**src/axi_lite_config.svh**
```systemverilog
`ifndef AXI_LITE_CONFIG_SVH
`define AXI_LITE_CONFIG_SVH

// Number of 32-bit registers in the bank.
// Index 0 is the read-only identification word.
`define AXI_REG_COUNT 16

// Width of the AW and AR byte addresses.
`define AXI_ADDR_WIDTH 32

// Value returned for a read of index 0.
`define AXI_ID_WORD 32'hA5C0_0101

`endif

```
**src/axi_lite_pkg.sv**
```systemverilog
`include "axi_lite_config.svh"

// Types shared by the bus interfaces, the slave, the top and the testbench.
package axi_lite_pkg;

    // Response codes as carried on BRESP and RRESP.
    // EXOKAY and DECERR are never produced by this peripheral.
    typedef enum logic [1:0] {
        OKAY   = 2'b00,  // Normal access.
        SLVERR = 2'b10   // Rejected by the register bank.
    } resp_t;

    // One bus data word.
    typedef logic [31:0] word_t;

    // Byte lane enables, one per byte of word_t.
    typedef logic [3:0] strb_t;

    // Byte address on AW and AR.
    typedef logic [`AXI_ADDR_WIDTH-1:0] addr_t;

endpackage

```
**src/axi_write_if.sv**
```systemverilog
`timescale 1ns/1ps

// Write address, write data and write response channels.
interface axi_write_if;

    axi_lite_pkg::addr_t awaddr;   // Byte address.
    logic                awvalid;
    logic                awready;

    axi_lite_pkg::word_t wdata;
    axi_lite_pkg::strb_t wstrb;    // Byte enables.
    logic                wvalid;
    logic                wready;

    axi_lite_pkg::resp_t bresp;    // OKAY or SLVERR.
    logic                bvalid;
    logic                bready;

    modport master (
        output awaddr, awvalid, wdata, wstrb, wvalid, bready,
        input  awready, wready, bresp, bvalid
    );

    modport slave (
        input  awaddr, awvalid, wdata, wstrb, wvalid, bready,
        output awready, wready, bresp, bvalid
    );

endinterface

```
**src/axi_read_if.sv**
```systemverilog
`timescale 1ns/1ps

// Read address and read data channels.
interface axi_read_if;

    axi_lite_pkg::addr_t araddr;   // Byte address.
    logic                arvalid;
    logic                arready;

    axi_lite_pkg::word_t rdata;
    axi_lite_pkg::resp_t rresp;    // OKAY or SLVERR.
    logic                rvalid;
    logic                rready;

    modport master (
        output araddr, arvalid, rready,
        input  arready, rdata, rresp, rvalid
    );

    modport slave (
        input  araddr, arvalid, rready,
        output arready, rdata, rresp, rvalid
    );

endinterface

```
**src/axi_slave.sv**
```systemverilog
`timescale 1ns/1ps

module axi_slave (
    input  logic                read_channel,     // Bus clock.
    input  logic                reset_i,          // Synchronous, active high.

    axi_write_if.slave          axi_wr,
    axi_read_if.slave           axi_rd,

    input  logic                stop_write_i,     // Hold off new writes.
    input  logic                stop_read_i,      // Hold off new reads.

    output logic                write_request_o,  // One cycle per accepted write.
    output axi_lite_pkg::addr_t write_address_o,
    output axi_lite_pkg::word_t write_data_o,
    output axi_lite_pkg::strb_t write_strobe_o,
    input  logic                write_done_i,
    input  logic                write_error_i,

    output logic                read_request_o,   // One cycle per accepted read.
    output axi_lite_pkg::addr_t read_address_o,
    input  axi_lite_pkg::word_t read_data_i,
    input  logic                read_valid_i,
    input  logic                read_error_i
);

    logic write_accept;   // AW and W taken on this edge.
    logic write_finish;   // B handshake on this edge.
    logic write_busy_q;
    logic write_busy_d;
    logic write_ready_q;  // Shared by AWREADY and WREADY.

    logic read_accept;
    logic read_finish;
    logic read_busy_q;
    logic read_busy_d;
    logic read_ready_q;

    // Address and data must arrive together.
    assign write_accept = axi_wr.awvalid & axi_wr.awready
                        & axi_wr.wvalid & axi_wr.wready;
    assign write_finish = axi_wr.bvalid & axi_wr.bready;

    // Busy from acceptance until the response is taken.
    always_comb begin
        write_busy_d = write_busy_q;
        if (write_accept) begin
            write_busy_d = 1'b1;
        end else if (write_finish) begin
            write_busy_d = 1'b0;
        end
    end

    always_ff @(posedge read_channel) begin : write_handshake
        if (reset_i) begin
            write_busy_q  <= 1'b0;
            write_ready_q <= 1'b1;  // Ready straight out of reset.
            axi_wr.bvalid <= 1'b0;
            axi_wr.bresp  <= axi_lite_pkg::OKAY;
        end else begin
            write_busy_q  <= write_busy_d;
            // Next-state busy, so ready falls right after acceptance.
            write_ready_q <= !(stop_write_i | write_busy_d);
            if (write_done_i) begin
                axi_wr.bvalid <= 1'b1;  // Bank finished the write.
                axi_wr.bresp  <= write_error_i ? axi_lite_pkg::SLVERR
                                               : axi_lite_pkg::OKAY;
            end else if (write_finish) begin
                axi_wr.bvalid <= 1'b0;  // Master took the response.
            end
        end
    end : write_handshake

    assign axi_wr.awready = write_ready_q;
    assign axi_wr.wready  = write_ready_q;

    // Request straight to the bank, same cycle as the handshake.
    assign write_request_o = write_accept;
    assign write_address_o = axi_wr.awaddr;
    assign write_data_o    = axi_wr.wdata;
    assign write_strobe_o  = axi_wr.wstrb;

    assign read_accept = axi_rd.arvalid & axi_rd.arready;
    assign read_finish = axi_rd.rvalid & axi_rd.rready;

    always_comb begin
        read_busy_d = read_busy_q;
        if (read_accept) begin
            read_busy_d = 1'b1;
        end else if (read_finish) begin
            read_busy_d = 1'b0;
        end
    end

    always_ff @(posedge read_channel) begin : read_handshake
        if (reset_i) begin
            read_busy_q   <= 1'b0;
            read_ready_q  <= 1'b1;
            axi_rd.rvalid <= 1'b0;
            axi_rd.rresp  <= axi_lite_pkg::OKAY;
        end else begin
            read_busy_q  <= read_busy_d;
            read_ready_q <= !(stop_read_i | read_busy_d);
            if (read_valid_i) begin
                axi_rd.rvalid <= 1'b1;  // Data from the bank is in.
                axi_rd.rresp  <= read_error_i ? axi_lite_pkg::SLVERR
                                              : axi_lite_pkg::OKAY;
            end else if (read_finish) begin
                axi_rd.rvalid <= 1'b0;
            end
        end
    end : read_handshake

    // Captured only with the bank's valid flag, stable while RVALID waits.
    always_ff @(posedge read_channel) begin : read_payload
        if (read_valid_i) begin
            axi_rd.rdata <= read_data_i;
        end
    end : read_payload

    assign axi_rd.arready = read_ready_q;

    assign read_request_o = read_accept;
    assign read_address_o = axi_rd.araddr;

endmodule

```
**src/reg_bank.sv**
```systemverilog
`timescale 1ns/1ps
`include "axi_lite_config.svh"

module reg_bank (
    input  logic                read_channel,     // Bus clock.
    input  logic                reset_i,

    input  logic                write_request_i,
    input  axi_lite_pkg::addr_t write_address_i,  // Byte address.
    input  axi_lite_pkg::word_t write_data_i,
    input  axi_lite_pkg::strb_t write_strobe_i,
    output logic                write_done_o,     // Single-cycle pulse.
    output logic                write_error_o,

    input  logic                read_request_i,
    input  axi_lite_pkg::addr_t read_address_i,
    output axi_lite_pkg::word_t read_data_o,
    output logic                read_valid_o,     // Single-cycle pulse.
    output logic                read_error_o
);

    // Word index is the byte address without its two low bits.
    localparam int unsigned IDX_BITS = `AXI_ADDR_WIDTH - 2;
    // Bits needed to select a stored word.
    localparam int unsigned SEL_BITS = (`AXI_REG_COUNT > 1) ? $clog2(`AXI_REG_COUNT) : 1;
    localparam int unsigned LANES    = $bits(axi_lite_pkg::strb_t);

    // Index 0 has no storage, it reads the ID word.
    axi_lite_pkg::word_t regs [1:`AXI_REG_COUNT-1];

    logic [IDX_BITS-1:0] write_index;
    logic [IDX_BITS-1:0] read_index;
    logic [SEL_BITS-1:0] write_sel;
    logic [SEL_BITS-1:0] read_sel;
    logic                write_bad;
    logic                read_bad;
    axi_lite_pkg::word_t read_word;

    assign write_index = write_address_i[`AXI_ADDR_WIDTH-1:2];
    assign read_index  = read_address_i[`AXI_ADDR_WIDTH-1:2];
    assign write_sel   = write_index[SEL_BITS-1:0];
    assign read_sel    = read_index[SEL_BITS-1:0];

    // Out of range, or the ID word.
    assign write_bad = (write_index >= IDX_BITS'(`AXI_REG_COUNT))
                     || (write_index == '0);
    assign read_bad  = (read_index >= IDX_BITS'(`AXI_REG_COUNT));

    // Read mux. Zero on error.
    always_comb begin
        if (read_bad) begin
            read_word = '0;
        end else if (read_index == '0) begin
            read_word = `AXI_ID_WORD;
        end else begin
            read_word = regs[read_sel];
        end
    end

    always_ff @(posedge read_channel) begin : storage
        if (reset_i) begin
            for (int i = 1; i < `AXI_REG_COUNT; i++) begin
                regs[i] <= '0;
            end
        end else if (write_request_i && !write_bad) begin
            // Merge under the byte strobes.
            for (int b = 0; b < LANES; b++) begin
                if (write_strobe_i[b]) begin
                    regs[write_sel][8*b +: 8] <= write_data_i[8*b +: 8];
                end
            end
        end
    end : storage

    always_ff @(posedge read_channel) begin : completion
        if (reset_i) begin
            write_done_o  <= 1'b0;
            write_error_o <= 1'b0;
            read_valid_o  <= 1'b0;
            read_error_o  <= 1'b0;
        end else begin
            write_done_o <= write_request_i;  // Done the edge after request.
            read_valid_o <= read_request_i;
            if (write_request_i) begin
                write_error_o <= write_bad;
            end
            if (read_request_i) begin
                read_error_o <= read_bad;
            end
        end
    end : completion

    // Data word, held until the next read.
    always_ff @(posedge read_channel) begin : read_capture
        if (read_request_i) begin
            read_data_o <= read_word;
        end
    end : read_capture

endmodule

```
**src/axi_periph_top.sv**
```systemverilog
`timescale 1ns/1ps

module axi_periph_top (
    input  logic                read_channel,   // Bus clock.
    input  logic                reset_i,        // Synchronous, active high.

    // Write address and data.
    input  axi_lite_pkg::addr_t awaddr_i,
    input  logic                awvalid_i,
    output logic                awready_o,
    input  axi_lite_pkg::word_t wdata_i,
    input  axi_lite_pkg::strb_t wstrb_i,
    input  logic                wvalid_i,
    output logic                wready_o,

    // Write response.
    output axi_lite_pkg::resp_t bresp_o,
    output logic                bvalid_o,
    input  logic                bready_i,

    // Read address.
    input  axi_lite_pkg::addr_t araddr_i,
    input  logic                arvalid_i,
    output logic                arready_o,

    // Read data.
    output axi_lite_pkg::word_t rdata_o,
    output axi_lite_pkg::resp_t rresp_o,
    output logic                rvalid_o,
    input  logic                rready_i,

    input  logic                stall_write_i,  // Back-pressure on AW and W.
    input  logic                stall_read_i    // Back-pressure on AR.
);

    // Slave to bank request and completion wires.
    logic                write_request;
    axi_lite_pkg::addr_t write_address;
    axi_lite_pkg::word_t write_data;
    axi_lite_pkg::strb_t write_strobe;
    logic                write_done;
    logic                write_error;
    logic                read_request;
    axi_lite_pkg::addr_t read_address;
    axi_lite_pkg::word_t read_data;
    logic                read_valid;
    logic                read_error;

    axi_write_if axi_wr ();
    axi_read_if  axi_rd ();

    // Master side of the write bundle.
    assign axi_wr.awaddr  = awaddr_i;
    assign axi_wr.awvalid = awvalid_i;
    assign axi_wr.wdata   = wdata_i;
    assign axi_wr.wstrb   = wstrb_i;
    assign axi_wr.wvalid  = wvalid_i;
    assign axi_wr.bready  = bready_i;
    assign awready_o      = axi_wr.awready;
    assign wready_o       = axi_wr.wready;
    assign bresp_o        = axi_wr.bresp;
    assign bvalid_o       = axi_wr.bvalid;

    // Master side of the read bundle.
    assign axi_rd.araddr  = araddr_i;
    assign axi_rd.arvalid = arvalid_i;
    assign axi_rd.rready  = rready_i;
    assign arready_o      = axi_rd.arready;
    assign rdata_o        = axi_rd.rdata;
    assign rresp_o        = axi_rd.rresp;
    assign rvalid_o       = axi_rd.rvalid;

    axi_slave u_slave (
        .read_channel    (read_channel),
        .reset_i         (reset_i),
        .axi_wr          (axi_wr.slave),
        .axi_rd          (axi_rd.slave),
        .stop_write_i    (stall_write_i),
        .stop_read_i     (stall_read_i),
        .write_request_o (write_request),
        .write_address_o (write_address),
        .write_data_o    (write_data),
        .write_strobe_o  (write_strobe),
        .write_done_i    (write_done),
        .write_error_i   (write_error),
        .read_request_o  (read_request),
        .read_address_o  (read_address),
        .read_data_i     (read_data),
        .read_valid_i    (read_valid),
        .read_error_i    (read_error)
    );

    reg_bank u_bank (
        .read_channel    (read_channel),
        .reset_i         (reset_i),
        .write_request_i (write_request),
        .write_address_i (write_address),
        .write_data_i    (write_data),
        .write_strobe_i  (write_strobe),
        .write_done_o    (write_done),
        .write_error_o   (write_error),
        .read_request_i  (read_request),
        .read_address_i  (read_address),
        .read_data_o     (read_data),
        .read_valid_o    (read_valid),
        .read_error_o    (read_error)
    );

endmodule

```
**config.mk**
```make
export PLATFORM = sky130hd
export DESIGN_NAME = axi_periph_top
export DESIGN_NICKNAME = d
export VERILOG_FILES = /design/src/axi_lite_pkg.sv /design/src/axi_write_if.sv /design/src/axi_read_if.sv /design/src/axi_slave.sv /design/src/reg_bank.sv /design/src/axi_periph_top.sv
export VERILOG_INCLUDE_DIRS = /design/src /design/src/src
export SDC_FILE = /design/constraint.sdc
export NUM_CORES = 1
export LEC_CHECK = 0
export ABC_AREA = 0
export BUFFER_PORTS_ARGS = -buffer_cell sky130_fd_sc_hd__clkbuf_2
export CORE_ASPECT_RATIO = 1.5
export CORE_MARGIN = 4
export CORE_UTILIZATION = 30
export CTS_CLUSTER_SIZE = 14
export DETAILED_ROUTE_END_ITERATION = 12
export PLACE_DENSITY_LB_ADDON = 0.1
export SLEW_MARGIN = 25
export SYNTH_ARGS = -nofsm -noshare
export SYNTH_HDL_FRONTEND = slang
export SYNTH_SLANG_ARGS = --single-unit
```
**constraint.sdc**
```tcl
create_clock -name read_channel -period 4 [get_ports read_channel]
set_clock_uncertainty 0.2 [all_clocks]
set_input_delay 0.4 -clock read_channel [delete_from_list [all_inputs] [get_ports read_channel]]
set_output_delay 0.4 -clock read_channel [all_outputs]
set_load 0.01 [all_outputs]
```
==> out/qor.yml <==
synth_edf_count: 568
clk_latency_ns: 0.63
cts_buffers: 58
required_ns: 4.06
final-hold-violation-count: 0
drc: 0
grt_pass1_wl_um: 115000
regMostFlops: "u_bank.regs"
die_area_um2: 88000
fmax_mhz: 328
drive_gt1_share_pct: 19.0
fillers: 7996
h-tree-depth: 2
crit_path_cell_trace: "and3_1 -> or3b_1 -> nor4b_2 -> a21o_1"
async_flop_share_pct: 0
worstSetupPathType: "reg2reg"
power_density_nw_per_um2: 447
cts_tree: "built"
critPathMaxFanout: 8
initial_utilization_pct: 30.3
start_kind: "flop"
post_cts.repair.setup_buffers: 0
top_regs: "u_bank.regs (504), u_bank.read_data_o (32), u_slave.axi_rd.rdata (32)"
vias: 15500
port_buffers: 143
cts_sinks: 580
period_minus_slack_ns: 3.05
syn_area_um2: 25000
relSlewSlack_pct: 29.7
irDropWorstVdd_mv: 0.293
slew_viol_final: 0
cp.arrival_ns: 3.11
syn_inst: 1806
seq_area_frac_synth_pct: 69.3
grt_antenna_before_repair: 2
ctsHoldBuffers: 31
worstHoldPathType: "reg2reg"
holdWs_ns: 0.217
drt_pass1_iterations: 5
die_y_um: 361
largest_reg_flops: 504
core_area_um2: 82500
whs_path_depth: 0
crit_cells: 4
critPathSlowestCell: "nor4b_2"
ant_nets: 0
setup_viol: 0
grt_pass1_vias: 16100
gp_congestion: 0.793
clk_pin_slew_ns: 0.06
grt_remaining_overflow: 0
fp.dieW_um: 244
worst_slew_pin_slew_ns: 1.05
wl_um: 80500
fin_nets: 2078
ys_types: 44
yosysTopAreaCell: "edfxtp_1"
crit_family: "simple AND/OR/NAND/NOR gates"
post_cts_resized: 0
cp-end-kind: "flop"
wl_per_cell_um: 25.8
tns_ns: 0
post-route-period-util_pct: 76.3
rsz0062_at_grt: "no"
vias_per_cell: 4.95
ys_seq_elements: 580
synth.top_cell.area_share_pct: 68.3
r2r_cells: 4
grt_usage_pct: 18.0
first_iter_violations: 1100
yosys_warnings: 0
std_cell_rows: 129
status: "finished clean"
area_growth_pct: 17.0
clock_path_buffers: 3
syn_area_per_cell_um2: 13.8
drv_cap: 0
synth_area_leaders: "edfxtp_1 (68%), nor2_1 (7.9%), mux4_2 (6.5%), mux2i_1 (4.6%), clkbuf_1 (1.9%)"
slowest_delay_ns: 0.69
hpwl_um: 53400
ctsRootBufferMaster: "clkbuf_16"
grt_max_degree: 73
ys.flop_type: "edfxtp_1"
cp_num_buf_inv: 0
p_leak_nw: 10.4
ioPinCount: 150
## cells in the final DEF (no fill, tap or decap), types with 22 or more instances in the layout
cell,instances
edfxtp_1,568
nor2_1,527
clkbuf_2,138
mux2i_1,114
mux4_2,72
buf_4,70
clkbuf_16,61
nand2_1,55
a21o_1,44
a221oi_1,32
dlygate4sd3_1,31
a21oi_1,29
conb_1,26
o21ai_0,25
a22oi_1,23
o211ai_1,23
clkinv_1,22
## cells by family (layout without fill, tap and decap cells)
kind of cell           count (synthesis)  in the layout  synth area share (%)
and+or+nand+nor                      652            652                  10.8
DFF                                  580            580                  69.3
AOI/OAI and AO/OA                    204            204                  5.93
muxes                                186            186                  11.1
buffers and inverters                183            364                  2.95
other                                  1             27                0.0150
## path summary, 6_finish.rpt
kind,from,slack [ns],to
setup reg to reg,u_slave.axi_wr.awready,0.95,u_bank.regs[2][2]
hold reg to reg,u_bank.read_data_o[9],0.22,u_slave.axi_rd.rdata[9]
hold / removal,u_bank.read_data_o[9],0.22,u_slave.axi_rd.rdata[9]
setup / recovery,u_slave.axi_wr.awready,0.95,u_bank.regs[2][2]
## metal layers
| metal | up-vias | part of all wire [%] | track usage (%) |
|---|---|---|---|
| li1 | 6970 | - | - |
| met1 | 7948 | 40 | 22.1 |
| met2 | 458 | 53 | 33.2 |
| met3 | 103 | 4.3 | 2.36 |
| met4 | 0 | 2.6 | 4.81 |
| met5 | - | 0 | 0 |
## final cells by class
type / count / area [um2] / share of cell area (%)
Sequential cell: 580 / 17300 / 59.2
Clock buffer: 69 / 1560 / 5.33
Clock inverter: 34 / 200 / 0.685
Inverter: 13 / 48.8 / 0.167
Antenna cell: 1 / 2.50 / 0.00857
Multi-Input combinational cell: 1068 / 7040 / 24.1
Timing Repair Buffer: 248 / 1670 / 5.72
Tap cell: 1113 / 1390 / 4.77
## stage by stage
stage / instances / power, mW / setup WS (ns) / instance area (um2) / util [%]
finish: 3126 / 13.0 / 0.949 / 29200 / 35.4
global route: 3125 / 13.5 / 0.840 / 29200 / 35.4
floorplan: 1831 / 7.56 / 1.37 / 25100 / -
global placement: 2991 / 7.96 / 0.482 / 27100 / 32.9
detailed placement: 2991 / 7.97 / 0.468 / 27100 / 32.9
CTS: 3125 / 13.2 / 0.891 / 29200 / 35.4
## power breakdown
| part | switching, mW | internal, mW | total (mW) |
|---|---|---|---|
| combinational | 0.589 | 0.317 | 0.906 |
| clock | 2.33 | 2.87 | 5.20 |
| sequential | 0.0668 | 6.87 | 6.94 |
| total | 2.99 | 10.1 | 13.0 |
## cell usage after synthesis, drive strengths merged, types with 2 or more instances
library cell / count
nor3: 6
nor4b: 4
and3: 8
buf: 45
a41o: 8
a211o: 8
o21ai: 25
a31o: 8
nand2b: 4
a21o: 44
nand4: 16
a21oi: 29
nor4: 13
a221oi: 32
clkbuf: 125
edfxtp: 568
nand2: 55
nor2: 527
dfxtp: 12
mux2i: 114
mux4: 72
a22oi: 23
o211ai: 23
nand3: 2
nor2b: 7
inv: 13
and2: 3
Power figures use the tool's default switching activity.
